$ cat src/design/armPipe_macros.svh
`ifndef ARMPIPE_MACROS_SVH
`define ARMPIPE_MACROS_SVH

// Datapath widths
`define DATA_WIDTH 32
`define REG_ADDR_WIDTH 4

// Fetch address step per instruction
`define PC_STEP 4

// R15 reads as the instruction address plus this
`define PC_READ_OFFSET 8

`define RESET_PC 0   // First fetch address
`define PC_REG 15    // Register number of the PC

`endif

$ cat src/design/armPipePkg.sv
`include "armPipe_macros.svh"

package armPipePkg;

  // One register word, also used for addresses
  typedef logic [`DATA_WIDTH-1:0] word_t;

  typedef logic [`REG_ADDR_WIDTH-1:0] regAddr_t;  // Register number

  // ALU operations decoded from cmd
  typedef enum logic [1:0] {
    aluAdd,
    aluSub,
    aluAnd,
    aluOrr
  } aluOp_t;

  // Operand source in execute
  typedef enum logic [1:0] {
    fwdNone,  // Value read in decode
    fwdWb,    // Writeback result
    fwdMem    // Memory-slot result, youngest
  } fwdSel_t;

endpackage

$ cat src/design/fetchStage.sv
`timescale 1ns/1ns
`include "armPipe_macros.svh"

module fetchStage (
  input  logic              clk,
  input  logic              arstN,
  input  logic              wbAck,
  input  armPipePkg::word_t wbDatIn,
  output logic              wbCyc,
  output logic              wbStb,
  output armPipePkg::word_t wbAdr,
  output armPipePkg::word_t instrD,
  output armPipePkg::word_t pcPlus8D,
  output logic              validD
);

  armPipePkg::word_t pc;  // Address of the pending fetch
  logic reqOn;            // Low in the first cycle after reset
  logic accept;           // Instruction transferred at this edge

  // Classic read cycle with one request at a time
  assign wbCyc  = reqOn;
  assign wbStb  = reqOn;
  assign wbAdr  = pc;  // Held until ack
  assign accept = reqOn & wbAck;

  always_ff @(posedge clk or negedge arstN) begin
    if (!arstN) begin
      reqOn  <= 1'b0;
      pc     <= armPipePkg::word_t'(`RESET_PC);
      instrD <= '0;
      validD <= 1'b0;
    end else begin
      reqOn  <= 1'b1;                   // Fetch continuously
      validD <= accept;
      instrD <= accept ? wbDatIn : '0;  // Bubble on a wait cycle
      if (accept) begin
        pc <= pc + armPipePkg::word_t'(`PC_STEP);
      end
    end
  end

  // R15 value seen by the instruction now in decode
  always_ff @(posedge clk) begin
    if (accept) begin
      pcPlus8D <= pc + armPipePkg::word_t'(`PC_READ_OFFSET);
    end
  end

  // Slave acks only a pending request
  ackNeedsStb: assert property (@(posedge clk) disable iff (!arstN)
    wbAck |-> wbStb)
    else $error("wbAck without a pending request");

  // Fetched word must be driven on the accepting edge
  datKnownOnAck: assert property (@(posedge clk) disable iff (!arstN)
    accept |-> !$isunknown(wbDatIn))
    else $error("wbDatIn unknown at ack");

endmodule

$ cat src/design/regFile.sv
`timescale 1ns/1ns
`include "armPipe_macros.svh"

module regFile (
  input  logic                 clk,
  input  logic                 arstN,
  input  logic                 we,
  input  armPipePkg::regAddr_t wa,
  input  armPipePkg::word_t    wd,
  input  armPipePkg::regAddr_t ra1,
  input  armPipePkg::regAddr_t ra2,
  input  armPipePkg::word_t    r15,
  output armPipePkg::word_t    rd1,
  output armPipePkg::word_t    rd2
);

  localparam int NumRegs = 1 << `REG_ADDR_WIDTH;
  localparam armPipePkg::regAddr_t PcReg = `PC_REG;

  armPipePkg::word_t regs [NumRegs];  // Entry 15 is never read

  always_ff @(posedge clk or negedge arstN) begin
    if (!arstN) begin
      for (int i = 0; i < NumRegs; i++) begin
        regs[i] <= '0;
      end
    end else if (we) begin
      regs[wa] <= wd;  // End of the writeback cycle
    end
  end

  // PC first, then write-through, then the array
  assign rd1 = (ra1 == PcReg) ? r15 : (we && ra1 == wa) ? wd : regs[ra1];
  assign rd2 = (ra2 == PcReg) ? r15 : (we && ra2 == wa) ? wd : regs[ra2];

  // Decode must have dropped every write to the PC
  noPcWrite: assert property (@(posedge clk) disable iff (!arstN)
    we |-> (wa != PcReg))
    else $error("Register write to R15 reached writeback");

endmodule

$ cat src/design/decodeStage.sv
`timescale 1ns/1ns
`include "armPipe_macros.svh"

module decodeStage (
  input  logic                 clk,
  input  logic                 arstN,
  input  armPipePkg::word_t    instrD,
  input  armPipePkg::word_t    pcPlus8D,
  input  logic                 validD,
  input  logic                 writeW,
  input  armPipePkg::regAddr_t rdW,
  input  armPipePkg::word_t    resultW,
  output armPipePkg::word_t    rnValE,
  output armPipePkg::word_t    rmValE,
  output armPipePkg::word_t    immE,
  output armPipePkg::aluOp_t   aluOpE,
  output logic                 useImmE,
  output logic                 writeE,
  output armPipePkg::regAddr_t rdE,
  output armPipePkg::regAddr_t srcAE,
  output armPipePkg::regAddr_t srcBE
);

  localparam armPipePkg::regAddr_t PcReg = `PC_REG;

  armPipePkg::regAddr_t rnD;
  armPipePkg::regAddr_t rdD;
  armPipePkg::regAddr_t rmD;
  armPipePkg::word_t    rnValD;
  armPipePkg::word_t    rmValD;
  armPipePkg::word_t    immD;
  armPipePkg::aluOp_t   aluOpD;
  logic                 cmdKnown;
  logic                 writeD;
  logic [4:0]           rotAmt;
  logic [2*`DATA_WIDTH-1:0] immPair;  // imm8 doubled for the rotate

  assign rnD = instrD[19:16];
  assign rdD = instrD[15:12];
  assign rmD = instrD[3:0];

  // imm8 rotated right by twice the rotate field
  assign rotAmt  = {instrD[11:8], 1'b0};
  assign immPair = {2{armPipePkg::word_t'(instrD[7:0])}} >> rotAmt;
  assign immD    = immPair[`DATA_WIDTH-1:0];

  always_comb begin
    cmdKnown = 1'b1;
    aluOpD   = armPipePkg::aluAdd;
    case (instrD[24:21])
      4'b0100: aluOpD = armPipePkg::aluAdd;
      4'b0010: aluOpD = armPipePkg::aluSub;
      4'b0000: aluOpD = armPipePkg::aluAnd;
      4'b1100: aluOpD = armPipePkg::aluOrr;
      default: cmdKnown = 1'b0;  // Not in the subset
    endcase
  end

  // Data processing only, R15 as destination is a no-op
  assign writeD = validD && (instrD[27:26] == 2'b00) && cmdKnown && (rdD != PcReg);

  regFile i_regFile (
    .clk  (clk),
    .arstN(arstN),
    .we   (writeW),
    .wa   (rdW),
    .wd   (resultW),
    .ra1  (rnD),
    .ra2  (rmD),
    .r15  (pcPlus8D),
    .rd1  (rnValD),
    .rd2  (rmValD)
  );

  always_ff @(posedge clk or negedge arstN) begin
    if (!arstN) begin
      writeE <= 1'b0;
    end else begin
      writeE <= writeD;  // Bubbles carry no write
    end
  end

  always_ff @(posedge clk) begin
    rnValE  <= rnValD;
    rmValE  <= rmValD;
    immE    <= immD;
    aluOpE  <= aluOpD;
    useImmE <= instrD[25];  // I bit
    rdE     <= rdD;
    srcAE   <= rnD;
    srcBE   <= rmD;
  end

endmodule

$ cat src/design/forwardUnit.sv
`timescale 1ns/1ns
`include "armPipe_macros.svh"

module forwardUnit (
  input  armPipePkg::regAddr_t srcAE,
  input  armPipePkg::regAddr_t srcBE,
  input  armPipePkg::regAddr_t rdM,
  input  armPipePkg::regAddr_t rdW,
  input  logic                 writeM,
  input  logic                 writeW,
  output armPipePkg::fwdSel_t  fwdAE,
  output armPipePkg::fwdSel_t  fwdBE
);

  localparam armPipePkg::regAddr_t PcReg = `PC_REG;

  // Younger memory-slot result wins over writeback
  function automatic armPipePkg::fwdSel_t pickSrc(
    input armPipePkg::regAddr_t src,
    input armPipePkg::regAddr_t dstM,
    input logic                 wrM,
    input armPipePkg::regAddr_t dstW,
    input logic                 wrW
  );
    if (src == PcReg) return armPipePkg::fwdNone;  // PC is never produced here
    if (wrM && dstM == src) return armPipePkg::fwdMem;
    if (wrW && dstW == src) return armPipePkg::fwdWb;
    return armPipePkg::fwdNone;
  endfunction

  assign fwdAE = pickSrc(srcAE, rdM, writeM, rdW, writeW);
  assign fwdBE = pickSrc(srcBE, rdM, writeM, rdW, writeW);

endmodule

$ cat src/design/executeStage.sv
`timescale 1ns/1ns

module executeStage (
  input  logic                 clk,
  input  logic                 arstN,
  input  armPipePkg::word_t    rnValE,
  input  armPipePkg::word_t    rmValE,
  input  armPipePkg::word_t    immE,
  input  armPipePkg::aluOp_t   aluOpE,
  input  logic                 useImmE,
  input  logic                 writeE,
  input  armPipePkg::regAddr_t rdE,
  input  armPipePkg::fwdSel_t  fwdAE,
  input  armPipePkg::fwdSel_t  fwdBE,
  output armPipePkg::word_t    resultM,
  output armPipePkg::regAddr_t rdM,
  output logic                 writeM,
  output armPipePkg::word_t    resultW,
  output armPipePkg::regAddr_t rdW,
  output logic                 writeW
);

  armPipePkg::word_t srcA;
  armPipePkg::word_t rmFwd;   // Operand B before the immediate mux
  armPipePkg::word_t srcB;
  armPipePkg::word_t aluResult;

  // Bypass mux shared by both operands
  function automatic armPipePkg::word_t fwdMux(
    input armPipePkg::fwdSel_t sel,
    input armPipePkg::word_t   regVal,
    input armPipePkg::word_t   memVal,
    input armPipePkg::word_t   wbVal
  );
    case (sel)
      armPipePkg::fwdMem: return memVal;
      armPipePkg::fwdWb:  return wbVal;
      default:            return regVal;
    endcase
  endfunction

  assign srcA  = fwdMux(fwdAE, rnValE, resultM, resultW);
  assign rmFwd = fwdMux(fwdBE, rmValE, resultM, resultW);
  assign srcB  = useImmE ? immE : rmFwd;

  always_comb begin
    case (aluOpE)
      armPipePkg::aluAdd: aluResult = srcA + srcB;
      armPipePkg::aluSub: aluResult = srcA - srcB;
      armPipePkg::aluAnd: aluResult = srcA & srcB;
      default:            aluResult = srcA | srcB;  // ORR
    endcase
  end

  // Write flags, memory slot then writeback
  always_ff @(posedge clk or negedge arstN) begin
    if (!arstN) begin
      writeM <= 1'b0;
      writeW <= 1'b0;
    end else begin
      writeM <= writeE;
      writeW <= writeM;
    end
  end

  always_ff @(posedge clk) begin
    resultM <= aluResult;
    rdM     <= rdE;
    resultW <= resultM;  // No memory access in this slot
    rdW     <= rdM;
  end

endmodule

$ cat src/design/armPipe.sv
`timescale 1ns/1ns

module armPipe (
  input  logic                 clk,
  input  logic                 arstN,
  output logic                 wbCyc,
  output logic                 wbStb,
  output armPipePkg::word_t    wbAdr,
  input  logic                 wbAck,
  input  armPipePkg::word_t    wbDatIn,
  output logic                 retValid,
  output armPipePkg::regAddr_t retReg,
  output armPipePkg::word_t    retData
);

  // Fetch to decode
  armPipePkg::word_t    instrD;
  armPipePkg::word_t    pcPlus8D;
  logic                 validD;
  // Decode to execute
  armPipePkg::word_t    rnValE;
  armPipePkg::word_t    rmValE;
  armPipePkg::word_t    immE;
  armPipePkg::aluOp_t   aluOpE;
  logic                 useImmE;
  logic                 writeE;
  armPipePkg::regAddr_t rdE;
  armPipePkg::regAddr_t srcAE;
  armPipePkg::regAddr_t srcBE;
  // Memory slot and writeback
  armPipePkg::word_t    resultM;
  armPipePkg::regAddr_t rdM;
  logic                 writeM;
  armPipePkg::word_t    resultW;
  armPipePkg::regAddr_t rdW;
  logic                 writeW;
  armPipePkg::fwdSel_t  fwdAE;
  armPipePkg::fwdSel_t  fwdBE;

  fetchStage i_fetchStage (
    .clk(clk), .arstN(arstN), .wbAck(wbAck), .wbDatIn(wbDatIn),
    .wbCyc(wbCyc), .wbStb(wbStb), .wbAdr(wbAdr),
    .instrD(instrD), .pcPlus8D(pcPlus8D), .validD(validD)
  );

  decodeStage i_decodeStage (
    .clk(clk), .arstN(arstN), .instrD(instrD), .pcPlus8D(pcPlus8D), .validD(validD),
    .writeW(writeW), .rdW(rdW), .resultW(resultW),
    .rnValE(rnValE), .rmValE(rmValE), .immE(immE), .aluOpE(aluOpE), .useImmE(useImmE),
    .writeE(writeE), .rdE(rdE), .srcAE(srcAE), .srcBE(srcBE)
  );

  forwardUnit i_forwardUnit (
    .srcAE(srcAE), .srcBE(srcBE), .rdM(rdM), .rdW(rdW),
    .writeM(writeM), .writeW(writeW), .fwdAE(fwdAE), .fwdBE(fwdBE)
  );

  executeStage i_executeStage (
    .clk(clk), .arstN(arstN), .rnValE(rnValE), .rmValE(rmValE), .immE(immE),
    .aluOpE(aluOpE), .useImmE(useImmE), .writeE(writeE), .rdE(rdE),
    .fwdAE(fwdAE), .fwdBE(fwdBE),
    .resultM(resultM), .rdM(rdM), .writeM(writeM),
    .resultW(resultW), .rdW(rdW), .writeW(writeW)
  );

  // Register write taking place this cycle
  assign retValid = writeW;
  assign retReg   = rdW;
  assign retData  = resultW;

endmodule

$ cat config.mk
export PLATFORM = sky130hd
export DESIGN_NAME = armPipe
export DESIGN_NICKNAME = d
export VERILOG_FILES = /design/src/design/armPipePkg.sv /design/src/design/fetchStage.sv /design/src/design/regFile.sv /design/src/design/decodeStage.sv /design/src/design/forwardUnit.sv /design/src/design/executeStage.sv /design/src/design/armPipe.sv
export VERILOG_INCLUDE_DIRS = /design/src /design/src/design
export SDC_FILE = /design/constraint.sdc
export NUM_CORES = 1
export LEC_CHECK = 0
export ABC_CLOCK_PERIOD_IN_PS = 10100
export CORE_MARGIN = 2
export CORE_UTILIZATION = 60
export DETAILED_ROUTE_END_ITERATION = 8
export DONT_BUFFER_PORTS = 1
export GPL_TIMING_DRIVEN = 1
export PLACE_DENSITY = 0.76
export SYNTH_ARGS = -nofsm -noshare
export SYNTH_HDL_FRONTEND = slang
export SYNTH_SLANG_ARGS = --single-unit
$ cat constraint.sdc
create_clock -name clk -period 10.1 [get_ports clk]
set_input_delay 1.01 -clock clk [delete_from_list [all_inputs] [get_ports clk]]
set_output_delay 1.01 -clock clk [all_outputs]
set_load 0.03 [all_outputs]
# ---- Word-level counts from Yosys, hierarchy flattened
# Index checks and enable logic that the tools add are counted.
dict set report classes {
  n_shift 1
  n_lt_le_gt_ge 4
  bitwise_logic 6
  mux 44
  eq_ne 20
  add_sub_neg 4
  n_reduce_logical 14
}
# op count
set ops {}
lappend ops {{$bwmux 512} 1}
lappend ops {{$mux 32} 10}
lappend ops {{$bmux 32 s4} 2}
lappend ops {{$demux 32 s4} 1}
lappend ops {{$pmux 32 s2} 2}
lappend ops {{$pmux 32 s3} 1}
lappend ops {{$shr 40x5->32} 1}
lappend ops {{$add 32x3->32 const B} 1}
lappend ops {{$add 32x32->32} 1}
lappend ops {{$add 32x4->32 const B} 1}
lappend ops {{$and 32x32->32} 1}
lappend ops {{$or 32x32->32} 1}
lappend ops {{$sub 32x32->32} 1}
lappend ops {{$mux 28} 1}
lappend ops {{$eq 4x4->1} 6}
lappend ops {{$mux 2} 12}
lappend ops {{$eq 4x4->1 const B} 5}
lappend ops {{$ge 5x5->1 const B} 3}
lappend ops {{$not 4->5} 3}
lappend ops {{$mux 1} 13}
lappend ops {{$logic_and 1x1->1} 10}
lappend ops {{$eq 2x1->1 const B} 3}
lappend ops {{$eq 2x2->1 const B} 3}
lappend ops {{$pmux 2 s3} 1}
lappend ops {{8 further kinds} 9}
dict set report totals {
  elab_cells 129
  input_bits 35
  out_inout_bits 71
  register_bits 792
}

# ---- Depth between registers and ports, before layout
dict set report logic_depth {
  ltp_word 14
  ltp_mapped 29
  mapped_depth_nobuf 26
}

# ---- Cells and area by module
# From an unflattened synthesis, not the netlist that was laid out.
dict set report unflattened {
  cells_unflattened 3279
  area_unflattened_um2 41407.2
}
# module seq_area_each_um2 area_per_inst_um2 cells_per_inst instances
set by_module_without_submodules {}
lappend by_module_without_submodules {regFile 12812.3 28014.4 1914 1}
lappend by_module_without_submodules {executeStage 1491.4 6243.5 802 1}
lappend by_module_without_submodules {fetchStage 2502.4 3960.0 307 1}
lappend by_module_without_submodules {decodeStage 2247.2 2952.8 221 1}
lappend by_module_without_submodules {forwardUnit 0.0 236.5 35 1}

# ---- Worst setup path before layout
# OpenSTA, ideal clock, no wires.
dict set report synth_timing {
  kind {register to register}
  startpoint {register i_executeStage.rdW[2]}
  endpoint {register i_executeStage.resultM[31]}
  stages_incl_launch_ff 25
  path_slack_ps 3709
  synth_period_minus_slack_ps 6391
  t_arrival_ps 6269
  required_time_ps 9978
  path_buffers 2
  setup_ps 122
  path_cell_list {dfxtp_1 > buf_1 > xnor2_1 > nand4_1 > nor3_1 > ha_1 > buf_6 > a221oi_1 > o22ai_1 > o31a_1 > nor4_1 > nand2_1 > nor3_1 > nor2_1 > xnor2_1 > ha_1 > and2_1 > a221o_1 > a221oi_1 > nand3_1 > a31o_2 > a211oi_1 > xor2_1 > mux2_2 > a221o_1}
}
dict set report synth_via {
  elab_chain_cells 13
  elab_cells_between_ends 30
  cone_classes {2 x add/sub; 6 x eq/ne; 18 x mux; 2 x bitwise; 2 x reduce/logical}
}
# item line
set synth_rtl {}
lappend synth_rtl {{start, declared} executeStage.sv:19} ;# output armPipePkg::regAddr_t rdW,
lappend synth_rtl {{start signal, assigned} executeStage.sv:70} ;# rdW <= rdM;
lappend synth_rtl {{$eq 4x4->1} forwardUnit.sv:27} ;# if (wrW && dstW == src) return armPipePkg::fwdWb;
lappend synth_rtl {{$logic_and 1x1->1} forwardUnit.sv:27}
lappend synth_rtl {{$mux 1 (2 in series)} forwardUnit.sv:27}
lappend synth_rtl {{$mux 1} forwardUnit.sv:26} ;# if (wrM && dstM == src) return armPipePkg::fwdMem;
lappend synth_rtl {{$mux 2} forwardUnit.sv:28} ;# return armPipePkg::fwdNone;
lappend synth_rtl {{$mux 2} forwardUnit.sv:27}
lappend synth_rtl {{$mux 2} forwardUnit.sv:26}
lappend synth_rtl {{$eq 2x1->1 / $eq 2x2->1 (equally long branches)} executeStage.sv:35} ;# case (sel)
lappend synth_rtl {{$pmux 32 s2} executeStage.sv:35}
lappend synth_rtl {{$mux 32} executeStage.sv:44} ;# assign srcB = useImmE ? immE : rmFwd;
lappend synth_rtl {{$sub 32x32->32, or another cell as far along} executeStage.sv:49} ;# armPipePkg::aluSub: aluResult = srcA - srcB;
lappend synth_rtl {{$pmux 32 s3 (*)} executeStage.sv:47} ;# case (aluOpE)
lappend synth_rtl {{named net i_executeStage.aluResult[31]} executeStage.sv:26} ;# armPipePkg::word_t aluResult;
lappend synth_rtl {{end signal, assigned} executeStage.sv:67} ;# resultM <= aluResult;
lappend synth_rtl {{end, declared} executeStage.sv:15} ;# output armPipePkg::word_t resultM,
# The timed path passes the listed nets; every way through them passes the cells marked *. The select of a mux whose other input is x is not followed.
# A chain may end at the register's enable or synchronous reset.

# ---- Worst setup path in the final report
# Ends and elaborated chain as after synthesis.

==> flow_summary_export.csv <==
group,metric,value,unit
status,status,"complete, no violations",
setup_path,path_buf_inv,1,
final_layout,drive_above_1_share,0.358,
setup_path,slowest_delay,0.90,ns
synth,synthFlopType,"dfrtp_1",
synth,ys_seq_area_frac,0.465,
drt,route.vias.total,27162,
final_layout,fillers,4674,
timing,setup-violations-final,0,
synth,synth.distinct_cells,73,
pwr,total_power,9.31,mW
synth,yosys.area.top_type,"dfrtp_1",
cts,path_clk_slew,0.06,ns
synth,syn_inst,3086,
global_routing,grt_max_degree,575,
timing,layout_worst_path_cycle_share,0.775,
timing,fmax,128,MHz
die,num_io_pins,106,
timing,whs,0.0850,ns
setup_path,crit_required,10.63,ns
global_routing,met3_usage,0.0818,
final_layout,final_common_cell,"dfrtp_1",
setup_path,crit_family,"compound AO/OA/AOI/OAI gates",
cts,clock_latency,0.66,ns
setup_path,cp-end-kind,"flip-flop",
cts,cts_tree,"done",
die,rows,95,
final_layout,instances_no_fill,3889,
drt,drt_wl_total,117000,microns
drt,ant_nets,0,
setup_path,path_class,"flip-flop to flip-flop",
timing,tightestPinTransition,1.49,ns
die,die_y,264,microns
timing,drv_slew,0,
setup_path,start_kind,"flip-flop",
timing,period_minus_slack,7.83,ns
synth,yosys.area.top_type_share,0.353,
die,die_area,69900,sq um
synth,ys_warn_count,0,
final_layout,nets,3026,
flow_run,max-cap-violations,0,
timing,hold_violations,0,
global_routing,gr-usage-met2,0.535,
hold_path,hp-class,"input pin to asynchronous set/reset pin",
setup_path,path_cells,"xnor2_1, nand4_1, nor3_1, ha_1, buf_4, a22oi_1, a222oi_1, nor4_1, nand2_1, or3_1, o21ai_0, xor2_1, ha_1, and2_1, a221o_1, a221oi_1, nand3_1, a31o_2, a211oi_1, xor2_1, mux2_2, a221o_1",
synth,synth_edf_count,30,
cts,cts_resized,0,
timing,finClkSkew,0.0265,ns
final_layout,syn_to_final_growth,8.25,%
drt,drc_errors,0,
placement,pre_cts_ws,2.39,ns
placement,dp_hpwl,71800,microns
synth,netlist_area,40700,sq um
placement,io_buffers,0,
global_routing,grt_overflow,0,
cts,cts-htree-levels,3,
cts,clockRootBuffer,"clkbuf_16",
timing,slew_headroom,0.00571,
placement,dp.cells,3730,
setup_path,slowest_stage,"dfxtp_1",
pwr,leakage,18.9,nW
global_routing,use_met1,0.464,
cts,cts_buffers,84,
timing,finalWorstSetupSlack,2.27,ns
synth,avgSynthCellArea,13.2,sq um
cts,cts_setup_buffers,0,
die,start_util,0.606,
timing,rsz0062_at_grt,"no",
synth,synth-seq-cells,787,
global_routing,grt_pass1_wl,177000,microns
cts,cts_sinks,787,
cts,cts_hold_buf,0,
setup_path,cp_max_fo,17,
synth,synthArstFlopShare,0.729,
setup_path,worstPathArrival,8.36,ns
drt,drt_iter0_drc,3334,
die,dieWidth,264,microns
global_routing,busiest_layer,"met2",
drt,vias_per_cell,6.98,
global_routing,antenna_found_initial,2,
synth,ys_top_cells_by_area,"dfrtp_1 (35%), mux4_2 (18%), mux2_2 (14%)",
die,core-area,67200,sq um
timing,tns,0,ns
pwr,power.density,211,nW/um^2
global_routing,grt_pass1_vias,28077,
pwr,ir_worst_vdd,0.156,mV
final_layout,mostFrequentLayoutCells,"dfrtp_1 (566), mux2_2 (519), mux4_2 (320), nand2_1 (192), dfxtp_1 (181)",
placement,gp_congestion,0.970,
drt,first_pass_iters,8,
cts,clk_path_buf_depth,3,
drt,wire_per_inst,30.2,microns
global_routing,track_usage,0.340,
-- state kept, by name, indices dropped and copies added, names as in the netlist, 27 cells and up --
| register | flops |
|---|---|
| i_executeStage.resultM | 32 |
| i_fetchStage.wbAdr | 30 |
| i_fetchStage.instrD | 27 |
| i_decodeStage.i_regFile.regs | 512 |
| i_executeStage.resultW | 32 |
| i_decodeStage.rmValE | 32 |
| i_decodeStage.immE | 32 |
| i_decodeStage.rnValE | 32 |
| i_fetchStage.pcPlus8D | 30 |
-- worst reg2reg max path, cell delays in order, from the launching register on --
cell      delay [ns]
dfxtp_1         0.90
xnor2_1         0.20
nand4_1         0.11
nor3_1          0.30
ha_1            0.72
buf_4           0.39
a22oi_1         0.14
a222oi_1        0.75
nor4_1          0.24
nand2_1         0.13
or3_1           0.33
o21ai_0         0.18
xor2_1          0.22
ha_1            0.38
and2_1          0.20
a221o_1         0.33
a221oi_1        0.30
nand3_1         0.24
a31o_2          0.34
a211oi_1        0.41
xor2_1          0.21
mux2_2          0.35
a221o_1         0.34
-- cell usage after synthesis, types with 12 or more instances --
master and n:
a21o_1 18, a21oi_1 51, a221oi_1 13, a22oi_1 49, and3_1 40, buf_1 47
buf_2 14, clkbuf_1 212, dfrtp_1 574, dfxtp_1 183, edfxtp_1 30, ha_1 47
inv_1 42, maj3_1 28, mux2_2 519, mux2i_1 72, mux4_2 320, nand2_1 193
nand2b_1 12, nand3_1 30, nand4_1 13, nor2_1 99, nor2b_1 20, nor3_1 20
o21ai_0 147, o22ai_1 17, xnor2_1 68, xor2_1 71
-- final cells by class --
cell class / count / area, sq um / area share
Sequential cell: 787 / 19000 / 0.430
Timing Repair Buffer: 53 / 410 / 0.00931
Tap cell: 873 / 1090 / 0.0248
Inverter: 44 / 165 / 0.00375
Clock buffer: 128 / 2530 / 0.0574
Clock inverter: 30 / 333 / 0.00755
Multi-Input combinational cell: 1973 / 20600 / 0.467
Antenna cell: 1 / 2.50 / 0.0000568
-- routing by layer --
layer  wire length, microns  share of wire  up-vias
li1                       -              -    11254
met5                      8       0.000068        -
met4                   4500          0.038        2
met2                  54700           0.47     1368
met1                  46300           0.39    14209
met3                  11900           0.10      329
-- stage by stage --
step | util | instance area, sq um
floorplan | - | 40700
global placement | 0.613 | 41200
detailed placement | 0.613 | 41200
CTS | 0.656 | 44100
global route | 0.656 | 44100
finish | 0.656 | 44100
-- power by group --
| part | switching (mW) | total [mW] | internal, mW |
|---|---|---|---|
| Sequential | 0.663 | 4.20 | 3.54 |
| Combinational | 1.02 | 1.95 | 0.930 |
| Clock | 1.31 | 3.15 | 1.84 |
| Total | 2.99 | 9.31 | 6.31 |
-- logic make-up after synthesis --
kind of cell / synth area share
AOI/OAI and AO/OA: 0.0580
xor gates and xnor gates: 0.0299
adders and majority gates: 0.0218
buffers and inverters: 0.0319
DFF: 0.465
muxes: 0.338
other: 0.000185
and+or+nand+nor: 0.0548
-- final timing paths --
path / startpoint / to / slack [ns] / cells past startpoint
worst min-delay path: arstN / i_decodeStage.i_regFile.regs[168] / 0.08 / 0
worst max register to register: i_executeStage.rdW[2] / i_executeStage.resultM[31] / 2.27 / 22
worst min register to register: i_decodeStage.rdE[1] / i_executeStage.rdM[1] / 0.32 / 0
max in group asynchronous: arstN / i_decodeStage.i_regFile.regs[318] / 8.83 / 0
min in group clk: i_decodeStage.rdE[1] / i_executeStage.rdM[1] / 0.32 / 0
worst max-delay path: i_executeStage.rdW[2] / i_executeStage.resultM[31] / 2.27 / 22
Note: power is estimated with default switching activity, not from simulation.
